### src/verilog/mmu_pkg.sv
package mmu_pkg;

   typedef logic [15:0] word_t;           // bus word
   typedef logic [21:0] paddr_t;          // physical address
   typedef logic [3:0]  rf_idx_t;         // {kernel, page[2:0]}

   typedef enum logic [1:0]
   {
      CMD_TRANS_RD = 2'd0,                // read translation
      CMD_TRANS_WR = 2'd1,                // write translation
      CMD_REG_RD   = 2'd2,                // register read
      CMD_REG_WR   = 2'd3                 // register write
   } mmu_cmd_e;

   typedef enum logic [2:0]
   {
      ST_IDLE   = 3'd0,
      ST_DECODE = 3'd1,
      ST_LOOKUP = 3'd2,
      ST_CHECK  = 3'd3,
      ST_ACK    = 3'd4
   } ctrl_state_e;

   typedef struct packed
   {
      paddr_t pa;                         // relocated address
      logic   nr;                         // non-resident
      logic   le;                         // page length error
      logic   ro;                         // write to read-only page
   } reloc_res_t;

   localparam int      RF_SIZE     = 16;           // PAR/PDR pairs, both sets
   localparam [12:0]   SR0_ADDR    = 13'o17572;
   localparam [12:0]   SR3_ADDR    = 13'o12516;
   localparam [6:0]    KSET_ADDR   = 7'o123;       // address bits 12..6
   localparam [6:0]    USET_ADDR   = 7'o176;
   localparam word_t   PDR_RD_MASK = 16'o077516;   // readable PDR bits
   localparam int      PDR_W_BIT   = 6;            // dirty page
   localparam int      PDR_ED_BIT  = 3;            // expansion direction
   localparam int      PDR_ACC_LSB = 1;
   localparam int      PDR_ACC_MSB = 2;
   localparam int      PDR_PLF_LSB = 8;
   localparam int      PDR_PLF_MSB = 14;
   localparam int      SR3_AS_BIT  = 4;            // 22-bit mapping enable

endpackage

### src/verilog/mmu_if.sv
`timescale 1ns/1ps

interface mmu_rf_if import mmu_pkg::*; ();

   rf_idx_t idx;                          // {kernel, page}
   logic    sel_par;                      // 1 selects PAR, 0 selects PDR
   logic    we_lo;                        // low byte write
   logic    we_hi;                        // high byte write
   word_t   wdata;
   logic    set_w;                        // dirty bit set pulse
   word_t   par;
   word_t   pdr;                          // already masked for reading

   modport ctrl (output idx, sel_par, we_lo, we_hi, wdata, set_w,
                 input  par, pdr);
   modport rf   (input  idx, sel_par, we_lo, we_hi, wdata, set_w,
                 output par, pdr);

endinterface

interface mmu_sr_if import mmu_pkg::*; ();

   logic       wr_sr0;
   logic       wr_sr3;
   word_t      wdata;
   logic       rec_abort;                 // record flags, freeze after
   logic       rec_ok;                    // record page and mode only
   logic [2:0] page;
   logic       user;
   logic [2:0] flags;                     // {nr, le, ro}
   word_t      sr0;
   word_t      sr3;
   logic       mmu_en;
   logic       as_en;
   logic       frozen;

   modport ctrl (output wr_sr0, wr_sr3, wdata, rec_abort, rec_ok, page, user, flags,
                 input  sr0, sr3, mmu_en, as_en, frozen);
   modport sr   (input  wr_sr0, wr_sr3, wdata, rec_abort, rec_ok, page, user, flags,
                 output sr0, sr3, mmu_en, as_en, frozen);

endinterface

### src/verilog/mmu_ctrl.sv
`timescale 1ns/1ps

module mmu_ctrl import mmu_pkg::*;
(
   input  logic       clk,
   input  logic       sr_rst,
   input  logic       req,
   output logic       ack,
   input  mmu_cmd_e   cmd,
   input  logic       user,
   input  word_t      addr,
   input  word_t      wdata,
   output word_t      rdata,
   output paddr_t     pa,
   output logic       abort,
   mmu_rf_if.ctrl     rf,
   mmu_sr_if.ctrl     sr,
   output logic       reloc_start,
   output word_t      reloc_va,
   output word_t      reloc_par,
   output word_t      reloc_pdr,
   output logic       reloc_wr,
   output logic       reloc_as,
   input  reloc_res_t reloc_res
);

   ctrl_state_e state, state_nxt;
   logic        sr0_hit, sr3_hit, kset_hit, uset_hit, set_hit;
   logic        is_trans, is_reg_wr, mapped, fault, in_check, do_wr;
   word_t       rd_mux;

   assign sr0_hit   = (addr[12:1] == SR0_ADDR[12:1]);
   assign sr3_hit   = (addr[12:1] == SR3_ADDR[12:1]);
   assign kset_hit  = (addr[12:6] == KSET_ADDR) & ~addr[4];
   assign uset_hit  = (addr[12:6] == USET_ADDR) & ~addr[4];
   assign set_hit   = kset_hit | uset_hit;

   assign is_trans  = (cmd == CMD_TRANS_RD) | (cmd == CMD_TRANS_WR);
   assign is_reg_wr = (cmd == CMD_REG_WR);
   assign mapped    = is_trans & sr.mmu_en;
   assign fault     = reloc_res.nr | reloc_res.le | reloc_res.ro;
   assign in_check  = (state == ST_CHECK);
   assign do_wr     = (state == ST_DECODE) & is_reg_wr;    // register write slot

   always_ff @(posedge clk)
   begin
      if (sr_rst)
         state <= ST_IDLE;
      else
         state <= state_nxt;
   end

   always_comb
   begin
      state_nxt = state;
      case (state)
         ST_IDLE:   if (req) state_nxt = ST_DECODE;
         ST_DECODE: state_nxt = ST_LOOKUP;
         ST_LOOKUP: state_nxt = ST_CHECK;
         ST_CHECK:  state_nxt = ST_ACK;
         ST_ACK:    if (!req) state_nxt = ST_IDLE;     // held while req stays high
         default:   state_nxt = ST_IDLE;
      endcase
   end

   assign ack = (state == ST_ACK);

   // page select comes from the VA on translations, from the address otherwise
   assign rf.idx     = is_trans ? {~user, addr[15:13]} : {kset_hit, addr[3:1]};
   assign rf.sel_par = addr[5];
   assign rf.we_lo   = do_wr & set_hit & ~addr[0];      // odd address is high byte only
   assign rf.we_hi   = do_wr & set_hit;
   assign rf.wdata   = wdata;
   assign rf.set_w   = in_check & mapped & ~fault & (cmd == CMD_TRANS_WR);

   assign sr.wr_sr0    = do_wr & sr0_hit;
   assign sr.wr_sr3    = do_wr & sr3_hit;
   assign sr.wdata     = wdata;
   assign sr.rec_abort = in_check & mapped & fault;
   assign sr.rec_ok    = in_check & mapped & ~fault;
   assign sr.page      = addr[15:13];
   assign sr.user      = user;
   assign sr.flags     = {reloc_res.nr, reloc_res.le, reloc_res.ro};

   assign reloc_start = (state == ST_LOOKUP) & mapped;
   assign reloc_va    = addr;
   assign reloc_par   = rf.par;
   assign reloc_pdr   = rf.pdr;
   assign reloc_wr    = (cmd == CMD_TRANS_WR);
   assign reloc_as    = sr.as_en;

   always_comb
   begin
      rd_mux = '0;                                    // unmapped reads as zero
      if (sr0_hit)
         rd_mux = sr.sr0;
      else if (sr3_hit)
         rd_mux = sr.sr3;
      else if (set_hit)
         rd_mux = addr[5] ? rf.par : rf.pdr;
   end

   always_ff @(posedge clk)
   begin
      if (sr_rst)
      begin
         rdata <= '0;
         pa    <= '0;
         abort <= 1'b0;
      end
      else if (in_check)
      begin
         rdata <= (cmd == CMD_REG_RD) ? rd_mux : '0;
         pa    <= mapped ? reloc_res.pa : paddr_t'(addr);
         abort <= mapped & fault;
      end
   end

   // req has to stay up through the whole lookup before ack may rise
   a_ack_needs_req: assert property (@(posedge clk) disable iff (sr_rst)
      $rose(ack) |-> $past(req, 1) && $past(req, 2) && $past(req, 3));

   a_state_legal: assert property (@(posedge clk) disable iff (sr_rst)
      state inside {ST_IDLE, ST_DECODE, ST_LOOKUP, ST_CHECK, ST_ACK});

endmodule

### src/verilog/mmu_regfile.sv
`timescale 1ns/1ps

module mmu_regfile import mmu_pkg::*;
(
   input  logic   clk,
   input  logic   sr_rst,
   mmu_rf_if.rf   rf
);

   word_t par_mem [RF_SIZE];
   word_t pdr_mem [RF_SIZE];              // unwritable bits stay zero

   always_ff @(posedge clk)
   begin
      if (sr_rst)
      begin
         for (int i = 0; i < RF_SIZE; i++)
         begin
            par_mem[i] <= '0;
            pdr_mem[i] <= '0;
         end
      end
      else if (rf.set_w)
         pdr_mem[rf.idx][PDR_W_BIT] <= 1'b1;          // page written
      else if (rf.sel_par)
      begin
         if (rf.we_lo)
            par_mem[rf.idx][7:0] <= rf.wdata[7:0];
         if (rf.we_hi)
            par_mem[rf.idx][15:8] <= rf.wdata[15:8];
      end
      else if (rf.we_lo || rf.we_hi)
      begin
         pdr_mem[rf.idx][PDR_W_BIT] <= 1'b0;          // new descriptor is clean
         if (rf.we_lo)
            pdr_mem[rf.idx][PDR_ED_BIT:PDR_ACC_LSB] <= rf.wdata[PDR_ED_BIT:PDR_ACC_LSB];
         if (rf.we_hi)
            pdr_mem[rf.idx][PDR_PLF_MSB:PDR_PLF_LSB] <= rf.wdata[PDR_PLF_MSB:PDR_PLF_LSB];
      end
   end

   assign rf.par = par_mem[rf.idx];
   assign rf.pdr = pdr_mem[rf.idx] & PDR_RD_MASK;

   // dirty update and software access come from different FSM states
   a_w_vs_write: assert property (@(posedge clk) disable iff (sr_rst)
      !(rf.set_w && (rf.we_lo || rf.we_hi)));

endmodule

### src/verilog/mmu_reloc.sv
`timescale 1ns/1ps

module mmu_reloc import mmu_pkg::*;
(
   input  logic       clk,
   input  logic       sr_rst,
   input  logic       start,
   input  word_t      va,
   input  word_t      par,
   input  word_t      pdr,
   input  logic       is_wr,
   input  logic       as_en,
   output reloc_res_t res
);

   paddr_t     sum;
   logic [1:0] acc;
   logic [6:0] blk, plf;
   logic       len_err;

   // PAR counts 64-byte blocks, the offset is the low 13 VA bits
   assign sum = {par, 6'o00} + paddr_t'(va[12:0]);

   assign acc = pdr[PDR_ACC_MSB:PDR_ACC_LSB];
   assign blk = va[12:6];
   assign plf = pdr[PDR_PLF_MSB:PDR_PLF_LSB];

   // upward pages grow from 0, downward pages end at the top
   assign len_err = pdr[PDR_ED_BIT] ? (blk < plf) : (blk > plf);

   always_ff @(posedge clk)
   begin
      if (sr_rst)
         res <= '0;
      else if (start)
      begin
         res.pa <= as_en ? sum : {4'h0, sum[17:0]};   // 18-bit unless SR3 AS
         res.nr <= ~acc[0];
         res.le <= len_err;
         res.ro <= is_wr & (acc == 2'b01);
      end
   end

endmodule

### src/verilog/mmu_status.sv
`timescale 1ns/1ps

module mmu_status import mmu_pkg::*;
(
   input  logic   clk,
   input  logic   sr_rst,
   mmu_sr_if.sr   sr
);

   logic [2:0] abt_flags;                 // SR0 15..13 {nr, le, ro}
   logic [2:0] abt_page;                  // SR0 3..1
   logic       abt_mode;                  // SR0 6..5
   logic       en_bit;                    // SR0 0
   logic       as_bit;                    // SR3 4

   assign sr.frozen = |abt_flags;

   always_ff @(posedge clk)
   begin
      if (sr_rst)
      begin
         abt_flags <= 3'b000;
         abt_page  <= 3'b000;
         abt_mode  <= 1'b0;
         en_bit    <= 1'b0;
         as_bit    <= 1'b0;
      end
      else
      begin
         if (sr.wr_sr0)
         begin
            abt_flags <= sr.wdata[15:13];          // writing zero unfreezes
            en_bit    <= sr.wdata[0];
         end
         else if (!sr.frozen && (sr.rec_ok || sr.rec_abort))
         begin
            abt_page <= sr.page;
            abt_mode <= sr.user;
            if (sr.rec_abort)
               abt_flags <= sr.flags;
         end
         if (sr.wr_sr3)
            as_bit <= sr.wdata[SR3_AS_BIT];
      end
   end

   assign sr.sr0    = {abt_flags, 6'o00, abt_mode, abt_mode, 1'b0, abt_page, en_bit};
   assign sr.sr3    = word_t'(as_bit) << SR3_AS_BIT;
   assign sr.mmu_en = en_bit;
   assign sr.as_en  = as_bit;

endmodule

### src/verilog/dc304_mmu.sv
`timescale 1ns/1ps

module dc304_mmu import mmu_pkg::*;
(
   input  logic     clk,
   input  logic     sr_rst,
   input  logic     req,
   input  mmu_cmd_e cmd,
   input  logic     user,                 // 1 for user mode
   input  word_t    addr,
   input  word_t    wdata,
   output logic     ack,
   output word_t    rdata,
   output paddr_t   pa,
   output logic     abort
);

   mmu_rf_if   rf_bus ();
   mmu_sr_if   sr_bus ();

   logic       reloc_start;
   word_t      reloc_va;
   word_t      reloc_par;
   word_t      reloc_pdr;
   logic       reloc_wr;
   logic       reloc_as;
   reloc_res_t reloc_res;

   mmu_ctrl u_ctrl
   (
      .clk         (clk),
      .sr_rst      (sr_rst),
      .req         (req),
      .ack         (ack),
      .cmd         (cmd),
      .user        (user),
      .addr        (addr),
      .wdata       (wdata),
      .rdata       (rdata),
      .pa          (pa),
      .abort       (abort),
      .rf          (rf_bus),
      .sr          (sr_bus),
      .reloc_start (reloc_start),
      .reloc_va    (reloc_va),
      .reloc_par   (reloc_par),
      .reloc_pdr   (reloc_pdr),
      .reloc_wr    (reloc_wr),
      .reloc_as    (reloc_as),
      .reloc_res   (reloc_res)
   );

   mmu_regfile u_regfile
   (
      .clk    (clk),
      .sr_rst (sr_rst),
      .rf     (rf_bus)
   );

   mmu_reloc u_reloc
   (
      .clk    (clk),
      .sr_rst (sr_rst),
      .start  (reloc_start),
      .va     (reloc_va),
      .par    (reloc_par),
      .pdr    (reloc_pdr),
      .is_wr  (reloc_wr),
      .as_en  (reloc_as),
      .res    (reloc_res)
   );

   mmu_status u_status
   (
      .clk    (clk),
      .sr_rst (sr_rst),
      .sr     (sr_bus)
   );

endmodule

### config.mk
export PLATFORM = sky130hd
export DESIGN_NAME = dc304_mmu
export DESIGN_NICKNAME = d
export VERILOG_FILES = /design/src/verilog/mmu_pkg.sv /design/src/verilog/mmu_if.sv /design/src/verilog/mmu_ctrl.sv /design/src/verilog/mmu_regfile.sv /design/src/verilog/mmu_reloc.sv /design/src/verilog/mmu_status.sv /design/src/verilog/dc304_mmu.sv
export SDC_FILE = /design/constraint.sdc
export NUM_CORES = 1
export LEC_CHECK = 0
export ABC_AREA = 1
export BUFFER_PORTS_ARGS = -buffer_cell sky130_fd_sc_hd__buf_2
export CAP_MARGIN = 20
export CORE_MARGIN = 2
export CORE_UTILIZATION = 50
export CTS_CLUSTER_DIAMETER = 100
export DETAILED_ROUTE_END_ITERATION = 12
export PLACE_DENSITY = 0.7
export SYNTH_ARGS = -nofsm -noshare
export SYNTH_HDL_FRONTEND = slang
export SYNTH_HIERARCHICAL = 1
export SYNTH_SLANG_ARGS = --single-unit
### constraint.sdc
create_clock -name clk -period 8.4 [get_ports clk]
set_input_delay 0.42 -clock clk [delete_from_list [all_inputs] [get_ports clk]]
set_output_delay 0.42 -clock clk [all_outputs]
set_load 0.05 [all_outputs]
==> out/qor.csv <==
metric,value,unit
status,"finished, final reports clean",
Final Cell Area,0.0281,mm2
crit path launch type,input pin,
# hold bufs at CTS,0,
CP Class,input pin to flip-flop,
initial DRC count,2340,
hpwl dp,42900,um
"CTS clk-pin slew, worst paths",0.06,ns
# rows,84,
final WL,67600,um
RSZ-0062 raised after global routing,no,
Initial Utilization,0.504,
via count,20400,
Max Transition Viols Final,0,
drt pass-1 iters,6,
"Area growth, synth to finish",6.61,%
Root Buffer Master,clkbuf_16,
first-pass GRT wire length,105000,um
setup TNS,0,ns
maximum clock frequency,0.237,GHz
min-delay worst type,input pin to flip-flop,
postcts setup bufs,0,
routed length per instance,17.0,um
input/output buffers,77,
final RePlAce weighted congestion,0.894,
Mapped Cells,3318,
relative slew slack,0.318,
cell at the slowest stage of the critical path,inv_6,
TritonCTS buffer count,50,
hold_sp,req,
worst r2r path cells,9,
PD cells,199,mW/mm2
H-tree depth,2,
vias in the first global route,18900,
n_diodes,0,
die span in x,234,um
Required @ worst endpoint,8.94,ns
Syn Area/Cell,7.95,um2
CP arrival,4.75,ns
ratio of cells with drive above 1 in the final layout,0.0800,
worst flop-to-flop path startpoint,u_ctrl/state[1],
fin crit share,0.502,
largest net degree at the start of global routing,164,
Worst Setup SP,cmd[1],
Tmin final,4.21,ns
WP depth,26,
DR DRC count,0,
number of fill cells,4827,
Max Clock Skew,0.0203,ns
CP endpoint kind,flip-flop,
Final nets,3288,
Max IR drop VDD,0.118,mV
worst-margin pin slew,1.02,ns
initial antenna violation count,0,
Final setup viols,0,
worst path bufs/invs,7,
Die Ht,234,um
Yosys warning count,6,
hold depth,3,
die area,0.0546,mm2
Worst-Skew Late Latency,0.61,ns
Clock Sinks,508,
"delay-heaviest family, CP",buffers and inverters,
clk buf depth,3,
total track usage,0.247,
critical path's most frequent cell,nand2_1,
CTS resizes,0,
MaxCap Viol Count,0,
P_leak,0.0132,uW
"slowest stage delay, CP",0.86,ns
Netlist Area Pre-Place,0.0264,mm2
grt ovf,0,
area post-placement,0.0265,mm2
core box area,0.0523,mm2
Via density,5.15,
io pins,78,
remaining antenna violation count,0,
final hold vios,0,
TritonCTS clock tree,done,
"Max FO, Critical Path",127,
[routing by layer]
metal	share of wire	vias up	GRT usage
li1	-	10100	-
met1	0.43	9412	0.338
met2	0.47	761	0.402
met3	0.075	119	0.0404
met4	0.029	0	0.0813
met5	0	-	0
[cell usage in the layout (no fill, tap or decap), drive strengths merged, types with 15 or more instances in the layout]
cell type,count
a21oi,47
a31oi,16
buf,106
clkbuf,55
clkinv,33
conb,27
dfxtp,76
edfxtp,432
inv,208
nand2,1568
nand3,78
nand3b,16
nand4,15
nor2,505
o21ai,46
[sequential cells by signal, indices dropped and copies added, names as in the netlist]
register            flops
u_regfile/par_mem     256
u_regfile/pdr_mem     176
u_reloc/res            25
u_ctrl/pa              22
u_ctrl/rdata           16
u_ctrl/state            3
u_status/abt_flags      3
u_status/abt_page       3
u_ctrl/abort            1
u_status/abt_mode       1
u_status/sr.as_en       1
u_status/sr.mmu_en      1
[through the flow]
step | util | total power, uW | std cells | setup slack [ns] | hold WS [ns]
2_1_floorplan | - | 3300 | 3343 | 5.07 | 0.439
5_1_grt | 0.537 | 5770 | 3965 | 3.78 | 0.0615
6_report | 0.537 | 5600 | 3965 | 4.19 | 0.0603
4_1_cts | 0.537 | 5610 | 3965 | 4.21 | 0.0424
3_5_place_dp | 0.507 | 3450 | 3871 | 3.58 | 0.453
3_3_place_gp | 0.507 | 3440 | 3871 | 3.67 | 0.449
[final cells by class]
| class | count | area, um2 | area share |
|---|---|---|---|
| inverter | 209 | 792 | 0.0282 |
| clock buffer | 55 | 1270 | 0.0452 |
| timing repair buffer | 106 | 616 | 0.0219 |
| tap | 688 | 861 | 0.0306 |
| clock inverter | 39 | 307 | 0.0109 |
| multi-input combinational | 2360 | 9770 | 0.347 |
| sequential | 508 | 14500 | 0.516 |
[path summary, 6_finish.rpt]
kind | end | slack [ns]
worst min register to register | u_ctrl/pa[19] | 0.46
worst min-delay path | u_ctrl/state[2] | 0.06
worst max-delay path | u_reloc/res[21] | 4.19
worst max register to register | u_regfile/par_mem[5][11] | 5.25
[tightest hold or removal path: cells and delay by family]
family | cells | cell delay [ns]
buf+inv | 1 | 0.10
simple gates | 1 | 0.05
compound gates | 1 | 0.05
[power breakdown]
group / internal (uW) / switching (uW) / leakage (uW)
Sequential: 2800 / 21.2 / 0.00507
Clock: 1210 / 980 / 0.000767
Combinational: 135 / 447 / 0.00732
Note: power is estimated with default switching activity, not from simulation.
